**src/include/armExec_params.svh**
```systemverilog
`ifndef ARMEXEC_PARAMS_SVH
`define ARMEXEC_PARAMS_SVH

// input credits the sender starts with, also the queue depth
`define EXEC_QUEUE_DEPTH 4

// results the stage may have in flight downstream
`define EXEC_OUT_CREDITS 2

// operand width
`define EXEC_DATA_W 32

`endif

```
**src/armExecPkg.sv**
```systemverilog
`default_nettype none

`include "armExec_params.svh"

package armExecPkg;

    // data-processing opcodes, ARM encoding order
    typedef enum logic [3:0] {
        opAnd, opEor, opSub, opRsb, opAdd, opAdc, opSbc, opRsc,
        opTst, opTeq, opCmp, opCmn, opOrr, opMov, opBic, opMvn
    } aluOpE;

    typedef enum logic [1:0] {shLsl, shLsr, shAsr, shRor} shiftTypeE;

    // condition field, AL is the last defined code
    typedef enum logic [3:0] {
        condEq, condNe, condCs, condCc, condMi, condPl, condVs, condVc,
        condHi, condLs, condGe, condLt, condGt, condLe, condAl
    } condE;

    typedef struct packed {
        logic n;
        logic z;
        logic c;
        logic v;
    } flagsT;

    typedef struct packed {
        aluOpE                   op;
        condE                    cond;
        logic                    setFlags;
        logic [`EXEC_DATA_W-1:0] srcA;
        logic [`EXEC_DATA_W-1:0] srcB;
        shiftTypeE               shiftType;
        logic [4:0]              shiftAmt;
        logic [3:0]              dest;
    } execOpT;

    typedef struct packed {
        logic [`EXEC_DATA_W-1:0] result;
        flagsT                   flags;
        logic [3:0]              dest;
        logic                    writeEn;
    } execResT;

endpackage

`default_nettype wire

```
**src/opQueue.sv**
```systemverilog
`timescale 1ns/10ps
`default_nettype none

`include "armExec_params.svh"

module opQueue (
    input  wire logic               clk,
    input  wire logic               arstN,
    input  wire logic               push,
    input  wire armExecPkg::execOpT pushOp,
    input  wire logic               pop,
    output armExecPkg::execOpT      popOp,
    output logic                    notEmpty,
    output logic                    credit
);
    import armExecPkg::*;

    localparam int Depth = `EXEC_QUEUE_DEPTH;
    localparam int PtrW  = (Depth > 1) ? $clog2(Depth) : 1;
    localparam int CntW  = $clog2(Depth + 1);

    execOpT            mem [Depth];
    logic [PtrW-1:0]   wrPtr;
    logic [PtrW-1:0]   rdPtr;
    logic [CntW-1:0]   count;

    assign popOp    = mem[rdPtr];
    assign notEmpty = (count != '0);

    // storage, written only on push
    always_ff @(posedge clk) begin
        if (push) begin
            mem[wrPtr] <= pushOp;
        end
    end

    always_ff @(posedge clk or negedge arstN) begin
        if (!arstN) begin
            wrPtr  <= '0;
            rdPtr  <= '0;
            count  <= '0;
            credit <= 1'b0;
        end else begin
            if (push) begin
                wrPtr <= (wrPtr == PtrW'(Depth - 1)) ? '0 : wrPtr + 1'b1;
            end
            if (pop) begin
                rdPtr <= (rdPtr == PtrW'(Depth - 1)) ? '0 : rdPtr + 1'b1;
            end
            case ({push, pop})
                2'b10:   count <= count + 1'b1;
                2'b01:   count <= count - 1'b1;
                default: count <= count;
            endcase
            // one credit back per entry leaving
            credit <= pop;
        end
    end

    // sender must hold a credit, consumer must check notEmpty
    assert property (@(posedge clk) disable iff (!arstN) push |-> count != CntW'(Depth));
    assert property (@(posedge clk) disable iff (!arstN) pop |-> count != '0);

endmodule

`default_nettype wire

```
**src/barrelShifter.sv**
```systemverilog
`timescale 1ns/10ps
`default_nettype none

module barrelShifter (
    input  wire logic [31:0]          value,
    input  wire armExecPkg::shiftTypeE shiftType,
    input  wire logic [4:0]           shiftAmt,
    input  wire logic                 carryIn,
    output logic [31:0]               shifted,
    output logic                      carryOut
);
    import armExecPkg::*;

    // two copies side by side, a right shift of this gives the rotate
    logic [63:0] doubled;
    logic [63:0] rotated;

    assign doubled = {value, value};
    assign rotated = doubled >> shiftAmt;

    always_comb begin
        shifted  = value;
        carryOut = carryIn;
        case (shiftType)
            shLsl: begin
                // carry sits above bit 31 and picks up the last bit out
                {carryOut, shifted} = {carryIn, value} << shiftAmt;
            end
            shLsr: begin
                // carry sits below bit 0
                {shifted, carryOut} = {value, carryIn} >> shiftAmt;
            end
            shAsr: begin
                {shifted, carryOut} = $signed({value, carryIn}) >>> shiftAmt;
            end
            shRor: begin
                shifted = rotated[31:0];
                // by zero the old carry stays
                if (shiftAmt != 5'd0) begin
                    carryOut = rotated[31];
                end
            end
            default: begin
                shifted  = value;
                carryOut = carryIn;
            end
        endcase
    end

endmodule

`default_nettype wire

```
**src/aluCore.sv**
```systemverilog
`timescale 1ns/10ps
`default_nettype none

module aluCore (
    input  wire logic [31:0]       srcA,
    input  wire logic [31:0]       srcB,
    input  wire armExecPkg::aluOpE op,
    input  wire armExecPkg::flagsT flagsIn,
    input  wire logic              shiftCarry,
    output logic [31:0]            result,
    output armExecPkg::flagsT      flagsOut
);
    import armExecPkg::*;

    logic [31:0] addA;
    logic [31:0] addB;
    logic        carryIn;
    logic        isArith;
    logic [32:0] sum;
    logic        overflow;

    // ########################################
    // adder operand select
    // ########################################

    always_comb begin
        addA    = srcA;
        addB    = srcB;
        carryIn = 1'b0;
        isArith = 1'b1;
        case (op)
            opSub, opCmp: begin
                addB    = ~srcB;
                carryIn = 1'b1;
            end
            opRsb: begin
                addA    = srcB;
                addB    = ~srcA;
                carryIn = 1'b1;
            end
            opAdd, opCmn: begin
                carryIn = 1'b0;
            end
            opAdc: begin
                carryIn = flagsIn.c;
            end
            opSbc: begin
                addB    = ~srcB;
                carryIn = flagsIn.c;
            end
            opRsc: begin
                addA    = srcB;
                addB    = ~srcA;
                carryIn = flagsIn.c;
            end
            default: begin
                isArith = 1'b0;
            end
        endcase
    end

    // one shared 33-bit add
    assign sum = {1'b0, addA} + {1'b0, addB} + {32'd0, carryIn};

    // same-sign inputs, different-sign sum
    assign overflow = (addA[31] == addB[31]) && (sum[31] != addA[31]);

    // ########################################
    // result and NZCV
    // ########################################

    always_comb begin
        case (op)
            opAnd, opTst: result = srcA & srcB;
            opEor, opTeq: result = srcA ^ srcB;
            opOrr:        result = srcA | srcB;
            opMov:        result = srcB;
            opBic:        result = srcA & ~srcB;
            opMvn:        result = ~srcB;
            default:      result = sum[31:0];
        endcase
    end

    assign flagsOut.n = result[31];
    assign flagsOut.z = ~|result;
    // logical ops take the shifter carry and keep V
    assign flagsOut.c = isArith ? sum[32] : shiftCarry;
    assign flagsOut.v = isArith ? overflow : flagsIn.v;

endmodule

`default_nettype wire

```
**src/flagUnit.sv**
```systemverilog
`timescale 1ns/10ps
`default_nettype none

module flagUnit (
    input  wire logic              clk,
    input  wire logic              arstN,
    input  wire armExecPkg::condE  cond,
    input  wire armExecPkg::flagsT flagsNew,
    input  wire logic              update,
    input  wire logic              forceUpdate,
    output armExecPkg::flagsT      flags,
    output logic                   passed
);
    import armExecPkg::*;

    // ARM condition table on the held flags
    always_comb begin
        case (cond)
            condEq:  passed = flags.z;
            condNe:  passed = !flags.z;
            condCs:  passed = flags.c;
            condCc:  passed = !flags.c;
            condMi:  passed = flags.n;
            condPl:  passed = !flags.n;
            condVs:  passed = flags.v;
            condVc:  passed = !flags.v;
            condHi:  passed = flags.c && !flags.z;
            condLs:  passed = !flags.c || flags.z;
            condGe:  passed = (flags.n == flags.v);
            condLt:  passed = (flags.n != flags.v);
            condGt:  passed = !flags.z && (flags.n == flags.v);
            condLe:  passed = flags.z || (flags.n != flags.v);
            default: passed = 1'b1;
        endcase
    end

    // compares arrive on forceUpdate, a failed op writes nothing
    always_ff @(posedge clk or negedge arstN) begin
        if (!arstN) begin
            flags <= '0;
        end else if (passed && (update || forceUpdate)) begin
            flags <= flagsNew;
        end
    end

    // an X here would poison every later condition
    assert property (@(posedge clk) disable iff (!arstN) !$isunknown(flags));

endmodule

`default_nettype wire

```
**src/execUnit.sv**
```systemverilog
`timescale 1ns/10ps
`default_nettype none

`include "armExec_params.svh"

module execUnit (
    input  wire logic               clk,
    input  wire logic               arstN,
    input  wire logic               opValid,
    input  wire armExecPkg::execOpT opIn,
    output logic                    opCredit,
    output logic                    resValid,
    output armExecPkg::execResT     resOut,
    input  wire logic               resCredit
);
    import armExecPkg::*;

    localparam int OutCredits = `EXEC_OUT_CREDITS;
    localparam int CntW       = $clog2(OutCredits + 1);

    execOpT          qOp;
    logic            qNotEmpty;
    logic            pop;
    execOpT          s1Op;
    logic            s1Full;
    logic            resFull;
    logic            advance;
    logic [CntW-1:0] creditCnt;
    logic [31:0]     shifted;
    logic            shiftCarry;
    logic [31:0]     aluResult;
    flagsT           aluFlags;
    flagsT           curFlags;
    logic            passed;
    logic            isCompare;
    logic            writeFlags;

    opQueue queue (
        .clk(clk), .arstN(arstN), .push(opValid), .pushOp(opIn),
        .pop(pop), .popOp(qOp), .notEmpty(qNotEmpty), .credit(opCredit)
    );

    // ########################################
    // advance chain from back to front
    // ########################################

    assign resValid = resFull && (creditCnt != '0);
    assign advance  = s1Full && (!resFull || resValid);
    assign pop      = qNotEmpty && (!s1Full || advance);

    // stage two computed from the stage one register
    barrelShifter shifter (
        .value(s1Op.srcB), .shiftType(s1Op.shiftType), .shiftAmt(s1Op.shiftAmt),
        .carryIn(curFlags.c), .shifted(shifted), .carryOut(shiftCarry)
    );

    aluCore alu (
        .srcA(s1Op.srcA), .srcB(shifted), .op(s1Op.op), .flagsIn(curFlags),
        .shiftCarry(shiftCarry), .result(aluResult), .flagsOut(aluFlags)
    );

    assign isCompare = s1Op.op inside {opTst, opTeq, opCmp, opCmn};

    flagUnit flagRegs (
        .clk(clk), .arstN(arstN), .cond(s1Op.cond), .flagsNew(aluFlags),
        .update(advance && s1Op.setFlags), .forceUpdate(advance && isCompare),
        .flags(curFlags), .passed(passed)
    );

    // flags as they stand after this op
    assign writeFlags = passed && (s1Op.setFlags || isCompare);

    always_ff @(posedge clk) begin
        if (pop) begin
            s1Op <= qOp;
        end
        if (advance) begin
            resOut.result  <= aluResult;
            resOut.flags   <= writeFlags ? aluFlags : curFlags;
            resOut.dest    <= s1Op.dest;
            resOut.writeEn <= passed && !isCompare;
        end
    end

    always_ff @(posedge clk or negedge arstN) begin
        if (!arstN) begin
            s1Full    <= 1'b0;
            resFull   <= 1'b0;
            creditCnt <= CntW'(OutCredits);
        end else begin
            s1Full  <= pop || (s1Full && !advance);
            resFull <= advance || (resFull && !resValid);
            case ({resValid, resCredit})
                2'b10:   creditCnt <= creditCnt - 1'b1;
                2'b01:   creditCnt <= creditCnt + 1'b1;
                default: creditCnt <= creditCnt;
            endcase
        end
    end

    // consumer returns only what it was sent
    assert property (@(posedge clk) disable iff (!arstN) creditCnt <= CntW'(OutCredits));
    assert property (@(posedge clk) disable iff (!arstN)
        (resCredit && !resValid) |-> creditCnt < CntW'(OutCredits));

endmodule

`default_nettype wire

```
**config.mk**
```make
export PLATFORM = sky130hd
export DESIGN_NAME = execUnit
export DESIGN_NICKNAME = d
export VERILOG_FILES = /design/src/armExecPkg.sv /design/src/opQueue.sv /design/src/barrelShifter.sv /design/src/aluCore.sv /design/src/flagUnit.sv /design/src/execUnit.sv
export VERILOG_INCLUDE_DIRS = /design/src /design/src/include
export SDC_FILE = /design/constraint.sdc
export NUM_CORES = 1
export LEC_CHECK = 0
export BUFFER_PORTS_ARGS = -buffer_cell sky130_fd_sc_hd__buf_2
export CORE_MARGIN = 3
export CORE_UTILIZATION = 46
export DETAILED_ROUTE_END_ITERATION = 10
export SYNTH_ARGS = -nofsm -noshare
export SYNTH_HDL_FRONTEND = slang
export SYNTH_SLANG_ARGS = --single-unit
export TNS_END_PERCENT = 20
```
**constraint.sdc**
```tcl
create_clock -name clk -period 7.1 [get_ports clk]
set_clock_uncertainty 0.05 [all_clocks]
set_input_delay 1.42 -clock clk [delete_from_list [all_inputs] [get_ports clk]]
set_output_delay 1.42 -clock clk [all_outputs]
set_load 0.005 [all_outputs]
```
==> run_results.csv, run 1 <==
group,metric,value,unit
worst_hold_path,min_path_type,"flop to flop",
synthesis,synth_top_area_cell,"edfxtp_1",
cts,cts_root_buf,"clkbuf_16",
die,rows,90,
placement,hpwlAfterDp,78.5,mm
placement,gp_congestion,1.00,
worst_setup_path,cp_num_buf_inv,5,
flow_run,cap_viol_max_count,0,
placement,placed_area,31400,um2
die,coreArea,61000,um2
finish,drive_gt1_frac,0.267,
synthesis,syn-cell-area,28700,um2
global_routing,grt_pass1_vias,22370,
sta,rsz0062_at_grt,"false",
cts,ctsHoldBuffers,0,
sta,setup_tns,0,ns
worst_setup_path,crit_slowest_cell,"edfxtp_1",
route,drc,0,
placement,io_buffers,130,
synthesis,synth_cells,2313,
route,vias,22677,
die,dieHeight,256,um
global_routing,grt_max_degree,82,
cts,cts_made_buffers,49,
worst_setup_path,crit_top_cell,"buf_4",
sta,worst_pin_slew,1.40,ns
worst_setup_path,cp_data_required_time,7.50,ns
route,firstDrtPassIters,6,
route,totalWireLength,106,mm
global_routing,grt_overflow,0,
cts,cts.sinks,477,
cts,cts_tree,"built",
synthesis,synth_top_area_frac,0.482,
die,pin_count,131,
finish,fin_nets,2696,
route,drt_iter0_markers,2672,
synthesis,synth_cell_types,94,
synthesis,syn-num-nets,2474,
route,antenna_left,0,
sta,fmax,146,MHz
synthesis,synthArstFlopShare,0.0335,
worst_setup_path,worst_ep_arrival_time,7.24,ns
cts,cts.reportedPaths.clkPinSlew,0.06,ns
sta,relSlewSlack,0.0633,
worst_setup_path,max_stage_delay,0.61,ns
worst_setup_path,crit_path_end_kind,"flop",
synthesis,syn_area_per_cell,12.4,um2
sta,timing.final.crit_share,0.964,
die,dieArea,65400,um2
synthesis,synth_edf_count,461,
cts,worstSkewPairLatency,0.60,ns
global_routing,antenna_found_initial,10,
sta,slew_violations,0,
worst_setup_path,path_class,"flop to flop",
synthesis,synthTopCellsByArea,"edfxtp_1 48%, mux4_2 12%, mux2i_1 4.9%, ha_1 3.1%, o21ai_0 2.7%",
finish,design_area,33100,um2
cts,h-tree-depth,2,
synthesis,yosys_register_bits,477,
sta,fin_crit,6.84,ns
worst_setup_path,crit_path_cell_trace,"buf_4 > buf_4 > nor3b_1 > a32oi_1 > a311o_1 > o31a_1 > o211ai_1 > mux2i_1 > o21ai_0 > ha_1 > a21oi_1 > o21ai_0 > a221oi_1 > buf_4 > nand2_1 > xor2_1 > a221oi_1 > o21ai_0 > nor4_1 > buf_4 > nand4_1 > buf_4 > o41ai_2",
cts,clk_path_buf_depth,3,
worst_setup_path,path_max_fanout,21,
global_routing,grt_pass1_wl,156,mm
global_routing,grt_usage,0.321,
run_status,status,"finished, final reports clean",
finish,syn_to_final_growth,15.4,%
die,start_util,0.470,
route,viasPerCell,6.65,
die,die_w,256,um
synthesis,synth-seq-area-share,0.496,
synthesis,ys.warnings.count,0,
worst_setup_path,critPathTopFamily,"compound AO/OA/AOI/OAI gates",
sta,setup_violations,0,
synthesis,synth_flop_cell,"edfxtp_1",
sta,finalHoldViolations,0,
worst_setup_path,cp-start-kind,"flop",
route,wire_per_inst,31.2,um
[what timing repair did]
action | 4_1_cts | 5_1_grt
resized for setup | 0 | 3
setup buffers | 0 | 3
endpoints found under the setup margin | 0 | 1
[cells in the mapped netlist, types with 38 or more instances]
cell / number
mux4_2: 153
ha_1: 70
nand2_1: 151
nor3_1: 42
clkbuf_1: 110
inv_1: 76
o21ai_0: 156
a21oi_1: 113
o22ai_1: 38
mux2i_1: 141
edfxtp_1: 461
nor2_1: 130
mux2_2: 66
[layout by cell type (no fill, tap or decap), types with 38 or more instances in the layout]
master	count
o21ai_0	156
a21oi_1	111
o22ai_1	38
mux2_2	66
mux2i_1	140
inv_1	76
clkbuf_16	49
nor2_1	128
buf_4	215
edfxtp_1	461
ha_1	70
buf_2	130
nand2_1	149
nor3_1	40
mux4_2	153
[final timing paths]
check	start	to	slack, ns	depth (start not counted)
min reg2reg	s1Op[0]	resOut[1]	0.38	0
min	s1Op[0]	resOut[1]	0.38	0
max in group asynchronous	arstN	queue.rdPtr[1]	5.95	1
max	s1Op[7]	resOut[7]	0.26	23
min in group asynchronous	arstN	flagRegs.flags[2]	0.68	1
max reg2reg	s1Op[7]	resOut[7]	0.26	23
[stage by stage]
step                      instances   util  worst slack (ns)  hold slack [ns]
after floorplan                2313      -             0.590            0.350
after global placement         3309  0.514             0.338            0.351
after detailed placement       3309  0.514             0.295            0.361
after CTS                      3401  0.542             0.296            0.380
after global routing           3405  0.542            0.0430            0.385
final                          3408  0.542             0.258            0.376
[layout make-up]
class / instances / area (um2)
fillers: 5174 / 27900
inverters: 78 / 293
clock inverters: 26 / 359
clock buffers: 66 / 1340
flip-flops and latches: 477 / 14300
well taps: 828 / 1040
diodes: 4 / 10.0
multi-input cells: 1578 / 13400
repair buffers: 351 / 2380
[layer usage]
layer / up-vias / track usage / part of all wire
met5: - / 0 / 0.00069
met4: 10 / 0.126 / 0.046
met3: 255 / 0.0812 / 0.11
met2: 1287 / 0.475 / 0.43
met1: 11484 / 0.457 / 0.41
li1: 9641 / - / -
[state kept, by name, indices dropped and copies added, names as in the netlist]
register / flops
queue.credit: 1
resOut: 41
queue.wrPtr: 2
queue.rdPtr: 2
queue.mem: 336
s1Op: 84
resFull: 1
s1Full: 1
queue.count: 3
flagRegs.flags: 4
creditCnt: 2
[worst reg2reg max path: stages, from the launching register on]
cell      delay, ns
edfxtp_1       0.61
buf_4          0.35
buf_4          0.27
nor3b_1        0.49
a32oi_1        0.18
a311o_1        0.39
o31a_1         0.13
o211ai_1       0.56
mux2i_1        0.25
o21ai_0        0.11
ha_1           0.42
a21oi_1        0.25
o21ai_0        0.16
a221oi_1       0.30
buf_4          0.19
nand2_1        0.06
xor2_1         0.18
a221oi_1       0.29
o21ai_0        0.25
nor4_1         0.45
buf_4          0.20
nand4_1        0.09
buf_4          0.18
o41ai_2        0.31
[logic make-up after synthesis]
kind of cell | synth area share
compound gates | 0.142
simple gates | 0.0868
flops | 0.496
mux | 0.195
buf+inv | 0.0383
fa+ha+maj | 0.0326
xor+xnor | 0.00885
Power of run 1 is left out: the tool's default activity adds up to more than one toggle a clock period on the data nets, which glitch-free logic cannot reach.
==> run 2, diff against run 1 <==
Settings changed: REMOVE_ABC_BUFFERS set to 1.
==> run 2 against run 1 <==
  * Cell count fell by 3.2%
  * First-iteration DRC count fell by 5.2%
  * Wire length fell by 3.9%
  * Critical path type unchanged
  * Via count fell by 3.5%
  * Global-route usage fell by 1.6 points
  * Core utilization fell by 1.3 points
  * Worst setup slack improved by 0.078 ns
==> run_results.csv, run 2 (synthesis results as in run 1) <==
group,metric,value,unit
worst_setup_path,cp_data_required_time,7.47,ns
worst_setup_path,path_max_fanout,50,
cts,cts_made_buffers,49,
route,drc,0,
finish,drive_gt1_frac,0.238,
global_routing,grt_pass1_vias,21349,
placement,hpwlAfterDp,74.5,mm
placement,gp_congestion,1.05,
route,dr_wl_met3,9.87,mm
route,totalWireLength,102,mm
sta,fin_crit,6.76,ns
cts,cts.sinks,477,
cts,cts.reportedPaths.clkPinSlew,0.06,ns
finish,largest_reg_flops,336,
finish,syn_to_final_growth,12.6,%
placement,dp.cells,3202,
sta,fmax,148,MHz
die,dieArea,65400,um2
route,wl_met2,43.4,mm
die,coreArea,61000,um2
cts,cts_root_buf,"clkbuf_16",
run_status,status,"finished, final reports clean",
placement,io_buffers,130,
global_routing,grt_overflow,0,
die,dieHeight,256,um
cts,h-tree-depth,2,
sta,slew_violations,0,
worst_hold_path,min_path_type,"flop to flop",
cts,clk_path_buf_depth,3,
finish,top_regs,"queue.mem x336, s1Op x84, resOut x41",
sta,timing.final.crit_share,0.953,
worst_setup_path,cp-start-kind,"flop",
die,die_w,256,um
finish,final_cell_mix,"461 x edfxtp_1, 156 x o21ai_0, 153 x mux4_2, 150 x nand2_1, 137 x mux2i_1",
sta,relSlewSlack,0.263,
cts,worstSkewPairLatency,0.63,ns
global_routing,grt_pass1_wl,148,mm
worst_setup_path,path_class,"flop to flop",
sta,finalHoldViolations,0,
global_routing,antenna_found_initial,3,
die,rows,90,
cts,cts_tree,"built",
sta,worst_pin_slew,1.09,ns
finish,fin_cells,3298,
sta,setup_violations,0,
worst_setup_path,crit_path_end_kind,"flop",
route,vias,21890,
global_routing,grt_max_degree,87,
cts,ctsHoldBuffers,0,
route,firstDrtPassIters,7,
route,m1WireLength,45.0,mm
route,highest_layer,"met5",
global_routing,grt_usage,0.306,
route,antenna_left,0,
route,drt_iter0_markers,2534,
finish,fin_nets,2587,
die,start_util,0.470,
route,viasPerCell,6.64,
worst_setup_path,worst_ep_arrival_time,7.13,ns
sta,rsz0062_at_grt,"false",
flow_run,cap_viol_max_count,0,
die,pin_count,131,
finish,layout_commonest_cell,"edfxtp_1",
finish,regMostFlops,"queue.mem",
route,wire_per_inst,31.0,um
-- run 2: changes by cell type in the layout (fill, tap and decap cells not counted), moves of 2 or more --
cell,before,now
mux2i_2,1,4
mux2i_1,140,137
clkinv_2,6,9
buf_12,6,8
clkinv_4,4,1
clkbuf_8,5,2
clkinvlp_4,0,4
buf_4,215,103
clkinv_1,7,11
clkbuf_1,12,7
-- run 2: area by class of cell --
cell class / instances / area, um2
fillers: 5268 / 28700
flip-flops and latches: 477 / 14300
multi-input cells: 1578 / 13500
repair buffers: 242 / 1600
clock buffers: 58 / 1280
well taps: 828 / 1040
clock inverters: 33 / 385
inverters: 78 / 297
diodes: 4 / 10.0
-- run 2: per-stage QoR --
step	setup TNS [ns]	utilization	setup slack [ns]	hold WS [ns]	instance area, um2
after CTS	0	0.529	0.178	0.370	32300
after detailed placement	-0.448	0.501	-0.318	0.361	30600
final	0	0.530	0.336	0.366	32300
after global placement	-0.146	0.501	-0.146	0.354	30600
after floorplan	-49.78	-	-2.20	0.350	27900
after global routing	0	0.529	0.0962	0.379	32300
-- run 2: what timing repair did --
item	in CTS	in global routing
hold endpoints to repair	0	0
pin swaps	0	1
gates resized for setup	2	10
setup buffers	1	0
endpoints found under the setup margin	2	2
-- run 2: per-layer routing --
layer  GRT usage  vias to the layer above
met5           0                        -
met2       0.442                     1153
met1       0.454                    11088
met3      0.0718                      211
met4       0.103                        2
li1            -                     9436
-- run 2: final timing paths --
| kind | to | slack (ns) | startpoint | cells after the start |
|---|---|---|---|---|
| min in group asynchronous | queue.credit | 0.71 | arstN | 1 |
| hold / removal | resOut[2] | 0.37 | s1Op[1] | 0 |
| hold reg to reg | resOut[2] | 0.37 | s1Op[1] | 0 |
| setup / recovery | resOut[7] | 0.34 | s1Op[4] | 22 |
| max in group asynchronous | queue.rdPtr[0] | 5.92 | arstN | 1 |
| setup reg to reg | resOut[7] | 0.34 | s1Op[4] | 22 |
-- run 2: critical path, stage by stage (launching register included) --
cell	delay, ns
edfxtp_1	0.46
buf_12	0.31
buf_4	0.37
mux4_2	0.62
mux2i_1	0.26
nor3_1	0.08
nor4b_1	0.25
buf_4	0.20
and3_1	0.39
mux2i_1	0.21
o21ai_0	0.12
ha_1	0.40
a21oi_1	0.17
o21ai_0	0.13
a221oi_1	0.32
buf_4	0.18
nand2_1	0.07
xor2_1	0.17
a221oi_1	0.24
o21ai_0	0.40
nor4_2	0.43
nand4_1	0.30
o41ai_2	0.40
Power of run 2 is left out for the same reason.
